$ cat config.mk
export PLATFORM = sky130hd
export DESIGN_NAME = readResult
export DESIGN_NICKNAME = d
export VERILOG_FILES = /design/src/rtl/consoleBusPkg.sv /design/src/rtl/readResult.sv
export SDC_FILE = /design/constraint.sdc
export NUM_CORES = 1
export LEC_CHECK = 0
export ABC_CLOCK_PERIOD_IN_PS = 2200
export BUFFER_PORTS_ARGS = -buffer_cell sky130_fd_sc_hd__buf_2
export CAP_MARGIN = 15
export CORE_UTILIZATION = 40
export DETAILED_ROUTE_END_ITERATION = 12
export PLACE_DENSITY = 0.66
export SETUP_SLACK_MARGIN = 0.1
export SLEW_MARGIN = 5
export SYNTH_ARGS = -nofsm -noshare
export SYNTH_HDL_FRONTEND = slang
export SYNTH_SLANG_ARGS = --single-unit
$ cat constraint.sdc
create_clock -name request -period 2.2 [get_ports request]
set_input_delay 0.22 -clock request [delete_from_list [all_inputs] [get_ports request]]
set_output_delay 0.22 -clock request [all_outputs]
set_load 0.01 [all_outputs]
$ cat src/rtl/consoleBusPkg.sv
// Memory map and register offsets follow the console map, but only the audio and colour registers exist
`default_nettype none

package consoleBusPkg;

    localparam int AddrBits     = 16;
    localparam int DataBits     = 8;
    localparam int RamAddrBits  = 10;
    localparam int CartAddrBits = 14;

    typedef logic [AddrBits-1:0] addrT;
    typedef logic [DataBits-1:0] dataT;

    // Region bounds
    localparam addrT RamTop       = 16'h3FFF;
    localparam addrT CartBase     = 16'h4000;
    localparam addrT CartHighBase = 16'h8000;
    localparam addrT CartTop      = 16'hBFFF;
    localparam logic [7:0] GtiaPage  = 8'hC0;
    localparam logic [7:0] PokeyPage = 8'hE8;

    localparam dataT OpenBusData = 8'hFF;

    // POKEY offsets, frequency and control interleaved
    localparam logic [4:0] OffAudf1  = 5'h00;
    localparam logic [4:0] OffAudc1  = 5'h01;
    localparam logic [4:0] OffAudf2  = 5'h02;
    localparam logic [4:0] OffAudc2  = 5'h03;
    localparam logic [4:0] OffAudf3  = 5'h04;
    localparam logic [4:0] OffAudc3  = 5'h05;
    localparam logic [4:0] OffAudf4  = 5'h06;
    localparam logic [4:0] OffAudc4  = 5'h07;
    localparam logic [4:0] OffAudctl = 5'h08;

    // GTIA colour offsets
    localparam logic [4:0] OffColpm0 = 5'h12;
    localparam logic [4:0] OffColpm1 = 5'h13;
    localparam logic [4:0] OffColpm2 = 5'h14;
    localparam logic [4:0] OffColpm3 = 5'h15;
    localparam logic [4:0] OffColpf0 = 5'h16;
    localparam logic [4:0] OffColpf1 = 5'h17;
    localparam logic [4:0] OffColpf2 = 5'h18;
    localparam logic [4:0] OffColpf3 = 5'h19;
    localparam logic [4:0] OffColbk  = 5'h1A;

    typedef enum logic [2:0] {
        RegionRam,
        RegionCart,
        RegionGtia,
        RegionPokey,
        RegionUnmapped
    } regionE;

    typedef enum logic [4:0] {
        RegAudf1, RegAudf2, RegAudf3, RegAudf4,
        RegAudc1, RegAudc2, RegAudc3, RegAudc4,
        RegAudctl,
        RegColpm0, RegColpm1, RegColpm2, RegColpm3,
        RegColpf0, RegColpf1, RegColpf2, RegColpf3,
        RegColbk,
        RegNone
    } chipRegE;

    // Number of real registers, everything before RegNone
    localparam int ChipRegCount = 18;

endpackage

`default_nettype wire
$ cat src/rtl/readResult.sv
// Read data is valid only while readValid is high and otherwise holds the last result
`timescale 1ns/1ps
`default_nettype none

module readResult (
    input  logic                   request,
    input  logic                   nRES_L,
    input  logic                   cpuRead,
    input  consoleBusPkg::regionE  region,
    input  consoleBusPkg::dataT    regReadData,
    input  consoleBusPkg::dataT    ramReadData,
    input  consoleBusPkg::dataT    cartData,
    output consoleBusPkg::dataT    readData,
    output logic                   readValid
);
    import consoleBusPkg::*;

    regionE regionQ;
    dataT   regDataQ;
    dataT   cartDataQ;
    dataT   heldData;
    dataT   selData;

    always_ff @(posedge request or posedge nRES_L) begin
        if (nRES_L) begin
            readValid <= 1'b0;
        end else begin
            readValid <= cpuRead;
        end
    end

    // Capture the request-cycle payload
    always_ff @(posedge request) begin
        if (cpuRead) begin
            regionQ   <= region;
            regDataQ  <= regReadData;
            cartDataQ <= cartData;
        end
    end

    // RAM data is already one cycle late, so it is taken directly
    always_comb begin
        case (regionQ)
            RegionRam:               selData = ramReadData;
            RegionCart:              selData = cartDataQ;
            RegionGtia, RegionPokey: selData = regDataQ;
            default:                 selData = OpenBusData;
        endcase
    end

    always_ff @(posedge request or posedge nRES_L) begin
        if (nRES_L) begin
            heldData <= '0;
        end else if (readValid) begin
            heldData <= selData;
        end
    end

    assign readData = readValid ? selData : heldData;

endmodule

`default_nettype wire

== Word level (Yosys, flattened, before mapping) ==
Cells that the tools add are included.

* Register bits: 28
* Input bits: 30

* Eq/ne operators: 3
* Multiplexer cells: 2
* Reduce and logical (&&, ||, !) cells: 2

{| class="wikitable"
|+ Operators with widths
! kind !! count
|-
| 8-bit one-hot mux with 3 select lines || 1
|-
| 8-bit 2-to-1 mux || 1
|-
| 3-bit by 2-bit equality test with 1-bit output (second input constant) || 2
|-
| 3-bit by 1-bit equality test with 1-bit output (second input constant) || 1
|-
| 3-bit logical NOT || 1
|-
| 2-bit OR reduction || 1
|}

== Depth between registers and ports, before layout ==
* Word-level depth: 4
* Mapped depth: 4

== Least setup slack after synthesis ==
Ideal clock, no wire load.

* Kind: flip-flop to output port
* Start: register regionQ[1]
* End: output readData[5]
* Arrival: 1.307 ns
* Data required time: 1.980 ns
* Slack: 0.673 ns
* Cell stages (with the launch flop): 4
* Cell sequence: edfxtp_1 > buf_6 > or4b_4 > a41oi_2

* Cells in the longest elaborated chain, start to end: 4
* Elaborated cells on any way between the ends: 7

{| class="wikitable"
|+ Ends and longest elaborated chain
! item !! RTL line !! source
|-
| start, declared || readResult.sv:18 || <nowiki>regionE regionQ;</nowiki>
|-
| start signal, assigned || readResult.sv:35 || <nowiki>regionQ <= region;</nowiki>
|-
| 3-bit by 2-bit equality test with 1-bit output || readResult.sv:43 || <nowiki>case (regionQ)</nowiki>
|-
| 2-bit OR reduction || readResult.sv:43 ||
|-
| 8-bit one-hot mux with 3 select lines * || readResult.sv:43 ||
|-
| 8-bit 2-to-1 mux * || readResult.sv:59 || <nowiki>assign readData = readValid ? selData : heldData;</nowiki>
|-
| end, declared || readResult.sv:13 || <nowiki>output consoleBusPkg::dataT readData,</nowiki>
|}

Every way passes the cells marked *; elsewhere a longest branch is shown, timed or not.

== Final worst setup path ==
* Start: register regionQ[0]
* End: output readData[5]

The elaborated chain is that of the path after synthesis.

==> out/qor.yml <==
synth:
  synth_area_sq_um: 1122
  post-synth-top-count-cell: "edfxtp_1"
  synthTopCellsByCount: "edfxtp_1 (19), dfrtp_1 (9), nand2_1 (8), nor2_1 (8), a41oi_1 (7)"
  yosys.area.top_type: "edfxtp_1"
  synth_cell_types: 16
  yosysSeqAreaShare_pct: 70.90
  synth-async-reset-ratio_pct: 32.14
  netlist.area_leader.share_pct: 50.84
  syn_avg_cell_area_sq_um: 14.96
  ys_warn_count: 0
  netlist_instances: 75
  synthesis.nets: 105
  ys_seq_elements: 28
  synthTopCellsByArea: "edfxtp_1 (51%), dfrtp_1 (20%), a41oi_1 (5.5%)"
  synth_flop_cell: "edfxtp_1"
  synth_edf_count: 19
setup_path:
  crit_family: "flip-flops"
  crit_path_cell_trace: "buf_4 -> or4b_4 -> a41oi_2 -> buf_2"
  critPathBufInv: 2
  critPathSlowestCell: "edfxtp_1"
  worstPathArrival_ns: 1.89
  required_ns: 1.98
  endpoint_kind: "primary output"
  cp_slowest_stage_delay_ns: 0.52
  critical_path_class: "reg -> out"
  critPathMaxFanout: 8
  start_kind: "flop"
layout:
  layout-drive-gt1-share_pct: 47.97
  area_growth_pct: 31.33
  utilization_pct: 57.41
  nNetsFinal: 154
  diodes: 0
clock_tree:
  cts_buffer_depth: 2
  cts_tree: "built"
  cts-root-buf: "clkbuf_4"
  insertion_delay_ns: 0.32
  clk_pin_slew_ns: 0.14
  ctsHtreeMaxLevel: 1
  cts_buffers: 3
  clock_sinks: 28
min_path:
  hold_path.class: "in -> reg"
detailed_routing:
  drt_iter0_markers: 15
  via_per_inst: 5.294
  drt_wl_total_mm: 2.226
  routed.top_layer: "met4"
  ant_nets: 0
  dr_wl_met3_microns: 153
  vias: 810
  wl_met1_microns: 926
  drc: 0
  wl_met2_mm: 1.132
  post_drt_wl_per_cell_microns: 14.55
  dr.pass1.iters: 4
placement:
  gp_congestion: 0.6917
  port-buffer-count: 38
  hpwl_mm: 1.392
die:
  fp.coreArea_sq_um: 2567
  die_h_microns: 54.97
  start_util_pct: 43.71
  fp-row-count: 18
  fp.dieW_microns: 54.97
  die_area_sq_um: 3022
  num_io_pins: 39
sta:
  tns_ns: 0
  fmax_mhz: 473.7
  worst_pin_slew_ns: 0.4235
  hold_viol_final: 0
  finalCriticalPeriod_ns: 2.111
  slew_violations: 0
  rsz0062_at_grt: "true"
  setup_violations: 0
  fin_skew_ns: 0.001698
  period_share_pct: 95.96
  slew_headroom_pct: 71.77
global_route:
  grt_use_total_pct: 15.43
  grt_start_max_net_pins: 21
  grt_pass1_wl_mm: 3.077
  antenna_found_initial: 0
  gr-total-overflow: 0
  grt_pass1_vias: 695
power_and_ir_drop:
  power_density_nw_per_um2: 675.3
  p_leak_nw: 0.5754
  irDropWorstVdd_mv: 0.4912
status:
  run_status: "completed"
job:
  maxCapViolations: 0
-- cell families after synthesis --
| kind of cell | after synthesis | synth area share (%) |
|---|---|---|
| simple gates | 33 | 19.18 |
| flops | 28 | 70.90 |
| compound gates | 8 | 6.912 |
| buf+inv | 6 | 3.009 |
-- final cells by class --
cell class / count / area (sq um)
clock inverters: 1 / 3.754
well taps: 30 / 37.54
clock buffers: 3 / 22.52
multi-input cells: 41 / 337.8
fillers: 236 / 1094
repair buffers: 49 / 272.8
inverters: 1 / 3.754
flip-flops and latches: 28 / 795.8
-- where the power goes --
part,switching [W],internal (W)
clock network,0.000138,0.0000664
logic,0.0000777,0.0000772
registers,0.0000216,0.000614
-- timing repair --
action	4_1_cts	5_1_grt
resized for setup	0	6
cloned	0	0
setup endpoints to repair	7	6
hold buffers	1	0
hold endpoints to repair	9	0
buffers inserted	5	2
-- path summary, 6_finish.rpt --
path                                  startpoint                     end  slack, ns  depth (start not counted)
setup / recovery            regionQ[0]$_DFFE_PP_             readData[5]       0.09                          4
hold / removal                       cartData[7]  cartDataQ[7]$_DFFE_PP_       0.07                          1
setup reg to reg            regionQ[0]$_DFFE_PP_   heldData[5]$_DFF_PP0_       0.71                          3
hold reg to reg            heldData[0]$_DFF_PP0_   heldData[0]$_DFF_PP0_       0.56                          2
max in group asynchronous                 nRES_L   heldData[0]$_DFF_PP0_       1.54                          3
min in group asynchronous                 nRES_L   heldData[6]$_DFF_PP0_       0.40                          3
-- metrics by stage --
stage	hold slack (ns)	instances	worst slack (ns)	total power [W]	cell area [sq um]
5_1_grt	0.03393	153	0.03605	0.001046	1474
6_report	0.06514	153	0.08897	0.0009954	1474
3_5_place_dp	0.2143	141	0.3914	0.0007750	1343
3_3_place_gp	0.2028	141	0.4400	0.0007703	1343
2_1_floorplan	0.04792	75	0.6726	0.0007088	1122
4_1_cts	0.05190	151	0.1312	0.0009909	1414
-- sequential cells by signal, summed over array words and instances, names as in the netlist --
name       cells
cartDataQ      8
heldData       8
readValid      1
regDataQ       8
regionQ        3
-- layout by cell type, fill, tap and decap left out --
cell type | Yosys | final
edfxtp_1 | 19 | 19
nand2_1 | 8 | 8
clkbuf_4 | 0 | 3
buf_2 | 3 | 39
nand3b_1 | 6 | 6
a41oi_2 | 1 | 7
buf_4 | 0 | 9
dlygate4sd3_1 | 0 | 1
a41oi_1 | 7 | 1
inv_1 | 1 | 1
or4b_1 | 5 | 5
nand4bb_1 | 2 | 2
or3b_1 | 2 | 2
clkinv_1 | 0 | 1
nor2_1 | 8 | 8
dfrtp_1 | 9 | 9
or4b_4 | 1 | 1
nor2b_1 | 1 | 1
-- layer usage --
layer / global-route usage [%] / vias up
met3: 6.284 / 2
met4: 3.750 / 0
met5: 0 / -
li1: - / 385
met2: 25.50 / 34
met1: 18.78 / 389
No activity file was read; power rests on OpenSTA's default activity.
