## src/rtl/consoleBusPkg.sv

```systemverilog
// Memory map and register offsets follow the console map, but only the audio and colour registers exist
`default_nettype none

package consoleBusPkg;

    localparam int AddrBits     = 16;
    localparam int DataBits     = 8;
    localparam int RamAddrBits  = 10;
    localparam int CartAddrBits = 14;

    typedef logic [AddrBits-1:0] addrT;
    typedef logic [DataBits-1:0] dataT;

    // Region bounds
    localparam addrT RamTop       = 16'h3FFF;
    localparam addrT CartBase     = 16'h4000;
    localparam addrT CartHighBase = 16'h8000;
    localparam addrT CartTop      = 16'hBFFF;
    localparam logic [7:0] GtiaPage  = 8'hC0;
    localparam logic [7:0] PokeyPage = 8'hE8;

    localparam dataT OpenBusData = 8'hFF;

    // POKEY offsets, frequency and control interleaved
    localparam logic [4:0] OffAudf1  = 5'h00;
    localparam logic [4:0] OffAudc1  = 5'h01;
    localparam logic [4:0] OffAudf2  = 5'h02;
    localparam logic [4:0] OffAudc2  = 5'h03;
    localparam logic [4:0] OffAudf3  = 5'h04;
    localparam logic [4:0] OffAudc3  = 5'h05;
    localparam logic [4:0] OffAudf4  = 5'h06;
    localparam logic [4:0] OffAudc4  = 5'h07;
    localparam logic [4:0] OffAudctl = 5'h08;

    // GTIA colour offsets
    localparam logic [4:0] OffColpm0 = 5'h12;
    localparam logic [4:0] OffColpm1 = 5'h13;
    localparam logic [4:0] OffColpm2 = 5'h14;
    localparam logic [4:0] OffColpm3 = 5'h15;
    localparam logic [4:0] OffColpf0 = 5'h16;
    localparam logic [4:0] OffColpf1 = 5'h17;
    localparam logic [4:0] OffColpf2 = 5'h18;
    localparam logic [4:0] OffColpf3 = 5'h19;
    localparam logic [4:0] OffColbk  = 5'h1A;

    typedef enum logic [2:0] {
        RegionRam,
        RegionCart,
        RegionGtia,
        RegionPokey,
        RegionUnmapped
    } regionE;

    typedef enum logic [4:0] {
        RegAudf1, RegAudf2, RegAudf3, RegAudf4,
        RegAudc1, RegAudc2, RegAudc3, RegAudc4,
        RegAudctl,
        RegColpm0, RegColpm1, RegColpm2, RegColpm3,
        RegColpf0, RegColpf1, RegColpf2, RegColpf3,
        RegColbk,
        RegNone
    } chipRegE;

    // Number of real registers, everything before RegNone
    localparam int ChipRegCount = 18;

endpackage

`default_nettype wire
```

## src/rtl/busDecode.sv

```systemverilog
// Purely combinational; ANTIC and BIOS pages decode as unmapped, chip pages mirror on their low bits
`timescale 1ns/1ps
`default_nettype none

module busDecode (
    input  consoleBusPkg::addrT                         cpuAddr,
    output consoleBusPkg::regionE                       region,
    output consoleBusPkg::chipRegE                      chipReg,
    output logic [consoleBusPkg::RamAddrBits-1:0]       ramIndex,
    output logic [consoleBusPkg::CartAddrBits-1:0]      cartAddr,
    output logic                                        cartSelLow,
    output logic                                        cartSelHigh
);
    import consoleBusPkg::*;

    logic [7:0] page;

    assign page = cpuAddr[AddrBits-1:AddrBits-8];

    always_comb begin
        if (cpuAddr <= RamTop) begin
            region = RegionRam;
        end else if (cpuAddr >= CartBase && cpuAddr <= CartTop) begin
            region = RegionCart;
        end else if (page == GtiaPage) begin
            region = RegionGtia;
        end else if (page == PokeyPage) begin
            region = RegionPokey;
        end else begin
            region = RegionUnmapped;
        end
    end

    always_comb begin
        chipReg = RegNone;
        if (region == RegionGtia) begin
            // GTIA mirrors every 32 bytes
            case (cpuAddr[4:0])
                OffColpm0: chipReg = RegColpm0;
                OffColpm1: chipReg = RegColpm1;
                OffColpm2: chipReg = RegColpm2;
                OffColpm3: chipReg = RegColpm3;
                OffColpf0: chipReg = RegColpf0;
                OffColpf1: chipReg = RegColpf1;
                OffColpf2: chipReg = RegColpf2;
                OffColpf3: chipReg = RegColpf3;
                OffColbk:  chipReg = RegColbk;
                default:   chipReg = RegNone;
            endcase
        end else if (region == RegionPokey) begin
            // POKEY mirrors every 16 bytes
            case ({1'b0, cpuAddr[3:0]})
                OffAudf1:  chipReg = RegAudf1;
                OffAudc1:  chipReg = RegAudc1;
                OffAudf2:  chipReg = RegAudf2;
                OffAudc2:  chipReg = RegAudc2;
                OffAudf3:  chipReg = RegAudf3;
                OffAudc3:  chipReg = RegAudc3;
                OffAudf4:  chipReg = RegAudf4;
                OffAudc4:  chipReg = RegAudc4;
                OffAudctl: chipReg = RegAudctl;
                default:   chipReg = RegNone;
            endcase
        end
    end

    // 1 KiB RAM aliases across the whole 16 KiB window
    assign ramIndex = cpuAddr[RamAddrBits-1:0];

    assign cartAddr = cpuAddr[CartAddrBits-1:0];

    // Active-low bank selects
    assign cartSelLow  = !(cpuAddr >= CartBase && cpuAddr < CartHighBase);
    assign cartSelHigh = !(cpuAddr >= CartHighBase && cpuAddr <= CartTop);

endmodule

`default_nettype wire

```

## config.mk

```make
export PLATFORM = sky130hd
export DESIGN_NAME = busDecode
export DESIGN_NICKNAME = d
export VERILOG_FILES = /design/src/rtl/consoleBusPkg.sv /design/src/rtl/busDecode.sv
export SDC_FILE = /design/constraint.sdc
export NUM_CORES = 1
export LEC_CHECK = 0
export BUFFER_PORTS_ARGS = -buffer_cell sky130_fd_sc_hd__clkbuf_2
export CAP_MARGIN = 10
export CORE_MARGIN = 8
export CORE_UTILIZATION = 25
export DETAILED_ROUTE_END_ITERATION = 10
export MAX_ROUTING_LAYER = met4
export PLACE_DENSITY_LB_ADDON = 0.08
export SLEW_MARGIN = 20
export SYNTH_ARGS = -nofsm -noshare
export SYNTH_HDL_FRONTEND = slang
export SYNTH_SLANG_ARGS = --single-unit
```

## constraint.sdc

```tcl
create_clock -name vclk -period 2.6
set_clock_uncertainty 0.2 [all_clocks]
set_input_delay 0.52 -clock vclk [all_inputs]
set_output_delay 0.52 -clock vclk [all_outputs]
set_load 0.01 [all_outputs]
```

# --- Yosys cells after proc, flatten, opt, wreduce, memory -nomap -nowiden ---
# Memories as Yosys holds them, arrays and structs flattened.
# Index checks and enable logic that the tools add are counted.
# W data, S select, Z words.
op_classes:
  magnitude_cmp: 5
  n_eq_ne: 4
  muxes: 6
  reduce_logical: 5
op_table:
  columns: ["operator", "n"]
  rows:
  - ["$eq A8 B8 Y1 const B", 2]
  - ["$ge A16 B15 Y1 const B", 1]
  - ["$ge A16 B16 Y1 const B", 1]
  - ["$le A16 B14 Y1 const B", 1]
  - ["$le A16 B16 Y1 const B", 1]
  - ["$lt A16 B16 Y1 const B", 1]
  - ["$mux W3", 4]
  - ["$mux W5", 2]
  - ["$eq A3 B2 Y1 const B", 2]
  - ["$logic_and A1 B1 Y1", 3]
  - ["$logic_not A1 Y1", 2]
word_totals:
  ff_bits: 0
  mem_bits_ro: 240
  in_bits: 16
  out_inout_bits: 34
  elab_cells: 22
  memories: 2
mem_list:
  columns: ["name", "words", "word_bits", "read_ports", "rd_ports_with_merged_regs", "write_ports", "line_no", "source"]
  rows:
  - ["(no name shown)", 32, 5, 1, 0, 0, "busDecode.sv:38", "case (cpuAddr[4:0])"]
  - ["(no name shown)", 16, 5, 1, 0, 0, "busDecode.sv:52", "case ({1'b0, cpuAddr[3:0]})"]

# --- Logic depth before layout (Yosys ltp) ---
depth:
  depth_word: 8
  depth_mapped: 6
  depth_no_buf: 6

# --- Worst setup path after synthesis ---
# No wires, ideal clock.
synth_timing:
  path_type: "input -> output"
  startpoint: "input port cpuAddr[14]"
  endpoint: "output port chipReg[0]"
  arrival_time_ps: 1512
  t_required_ps: 1880
  slack_ps: 368
  path_stages: 4
  n_path_buf: 0
  cell_sequence: "inv_1 -> ha_1 -> or3_1 -> nor2_1"
synth_between:
  elab_chain_cells: 8
  elab_cells_between_ends: 14
  cone_classes: "order compare: 3; eq/ne: 4; mux: 6; reduce/logical: 1"
synth_rtl:
  columns: ["item", "line_no", "source"]
  rows:
  - ["start, declared", "busDecode.sv:6", "input consoleBusPkg::addrT cpuAddr,"]
  - ["parallel branches: the longest is 4 deep, another holds $ge A16 B15 Y1", null, null]
  - ["$mux W3 *", "busDecode.sv:21", "if (cpuAddr <= RamTop) begin"]
  - ["$eq A3 B2 Y1", "busDecode.sv:50", "end else if (region == RegionPokey) begin"]
  - ["$mux W5", "busDecode.sv:50", null]
  - ["$mux W5 *", "busDecode.sv:36", "if (region == RegionGtia) begin"]
  - ["end, declared", "busDecode.sv:8", "output consoleBusPkg::chipRegE chipReg,"]
# Every way passes the cells marked *.

# --- Final worst setup path ---
layout_timing:
  startpoint: "input port cpuAddr[15]"
  endpoint: "output port chipReg[2]"
# The elaborated chain is that of the path after synthesis.

==> impl_metrics.yaml <==
logic_synthesis:
  synth.distinct_cells: 27
  synth.net_count: 106
  synth.area.top_cells: "buf_4 (31%), ha_1 (17%), nor2_1 (5.8%), inv_1 (4.5%), a32oi_1 (4.5%)"
  synth_top_cell_by_area: "buf_4"
  ys_warn_count: 0
  yosysTopAreaCellShare: 0.308
  synthesis.area_um2: 586
  synth_area_per_cell_um2: 7.14
  ys_seq_area_frac: 0
  netlist_instances: 82
routing:
  totalWireLength_mm: 1.69
  antenna_left: 0
  drt_iter0_markers: 5
  via_per_inst: 4.52
  drc: 0
  vias: 619
  drt-pass1-iter-count: 4
  routedWlPerCell_um: 12.3
sta:
  post-route-period-util: 0.944
  maxSlewViolCount: 0
  worstMarginPinSlew_ns: 0.367
  fmax_ghz: 0.408
  holdWs_ns: 1.06
  fin_crit_ns: 2.45
  slew_headroom: 0.753
  setup_viol: 0
  hold_violations: 0
  setup-tns-final_ns: 0
  rsz0062_at_grt: "false"
floorplanning:
  die_x_um: 64.4
  core-area_um2: 2210
  rows: 17
  fp.dieH_um: 64.4
  start_util: 0.265
  fp.dieArea_um2: 4150
  ioPinCount: 50
grt:
  grt_pass1_vias: 624
  antenna_found_initial: 0
  grt_pass1_wl_mm: 2.78
  grt_overflow: 0
  track_usage: 0.0760
  grt_max_degree: 14
power_and_ir_drop:
  power_leakage_nw: 0.383
  p_per_area_nw_per_um2: 143
  p_comb_frac: 1.000
  pwr-share-clk: 0
  swShare: 0.586
  power_frac_seq: 0
  switching_power_uw: 59.1
  cellInternalPower_uw: 41.8
  ir_drop_mv: 0.0509
clock_tree:
  cts_resized: 0
  cts_hold_buf: 0
  postCtsSetupRepairBufs: 0
worst_setup_path:
  critPathRequiredTime_ns: 1.88
  worst-setup-path-type: "in2out"
  arrival_ns: 1.73
  cp_max_fo: 5
  setup.worst_path.end_class: "output pin"
  path_cells: "clkbuf_2 > inv_1 > ha_1 > or3_1 > nor2_1 > clkbuf_2"
  slowest_delay_ns: 0.43
  cp_common_cell: "clkbuf_2"
  cpMaxStageDelayCell: "or3_1"
  start_kind: "primary input"
run_status:
  status: "finished clean"
cells_and_area:
  clock_buffers: 0
  fill_cells: 264
  area_growth_pct: 20.1
  ff_latch_area_um2: 0
  final_nets: 135
  stdcell_count: 137
  drive_gt1_frac: 0.505
  diodes: 0
  flops_and_latches: 0
run:
  cap_violations: 0
placed_design:
  gp_congestion: 0.729
  dp_hpwl_mm: 1.50
  numPortBuffers: 50
  place_inst: 137
min_path:
  hold_class: "in2out"
-- cell usage in the layout, fill, tap and decap left out, types with 2 or more instances in the layout --
master,instances
ha_1,8
o21ai_0,4
clkbuf_2,50
inv_1,7
nor2_1,9
a32oi_1,3
nor3_1,3
nand2_1,3
nand3b_1,2
buf_4,3
-- metrics by stage --
stage	setup slack (ns)	instance area, µm²	util	power, mW
6_report	0.146	703	0.318	0.101
4_1_cts	0.126	703	0.318	0.103
3_5_place_dp	0.126	703	0.318	0.102
5_1_grt	0.0531	703	0.318	0.112
2_1_floorplan	0.368	586	-	0.0728
3_3_place_gp	0.132	703	0.318	0.102
-- final timing paths --
kind,startpoint,depth (start not counted),to,slack [ns]
setup / recovery,cpuAddr[15],6,chipReg[2],0.15
hold / removal,cpuAddr[9],2,cartAddr[9],1.06
-- cells by family (layout without fill, tap and decap cells) --
group / count (synthesis) / after routing / share of synthesized area
buffers and inverters: 33 / 60 / 0.370
and+or+nand+nor: 25 / 25 / 0.259
AOI/OAI and AO/OA: 14 / 14 / 0.169
adders and majority gates: 8 / 8 / 0.171
xor gates and xnor gates: 1 / 1 / 0.0150
muxes: 1 / 1 / 0.0171
-- worst max-delay path, delay by kind of cell --
family	cells	cell delay [ns]
adders and majority gates	1	0.30
buffers and inverters	3	0.36
and+or+nand+nor	2	0.55
-- power groups by stage --
stage | Sequential, mW | Clock (mW) | Combinational [mW]
finish | 0 | 0 | 0.101
detailed placement | 0 | 0 | 0.102
global placement | 0 | 0 | 0.102
global route | 0 | 0 | 0.112
floorplan | 0 | 0 | 0.0728
CTS | 0 | 0 | 0.103
-- metal layers --
metal / up-vias / track usage / routed length, µm
li1: 319 / - / -
met1: 268 / 0.0934 / 770
met2: 32 / 0.123 / 710
met3: 0 / 0.0279 / 208
met4: 0 / 0 / 0
met5: - / - / 0
-- synthesized netlist by cell type (all sizes together), types with 2 or more instances --
| master | n |
|---|---|
| nor3 | 3 |
| inv | 7 |
| nand2 | 3 |
| a32oi | 3 |
| nand3b | 2 |
| nor4 | 2 |
| nor2 | 9 |
| ha | 8 |
| o21ai | 4 |
| buf | 26 |
-- layout make-up --
cell class,instances,area (µm²),share of cell area
Inverter,7,26.3,0.0374
Timing Repair Buffer,53,273,0.388
Multi-Input combinational cell,49,369,0.525
Tap cell,28,35.0,0.0498
Power figures use the tool's default switching activity.
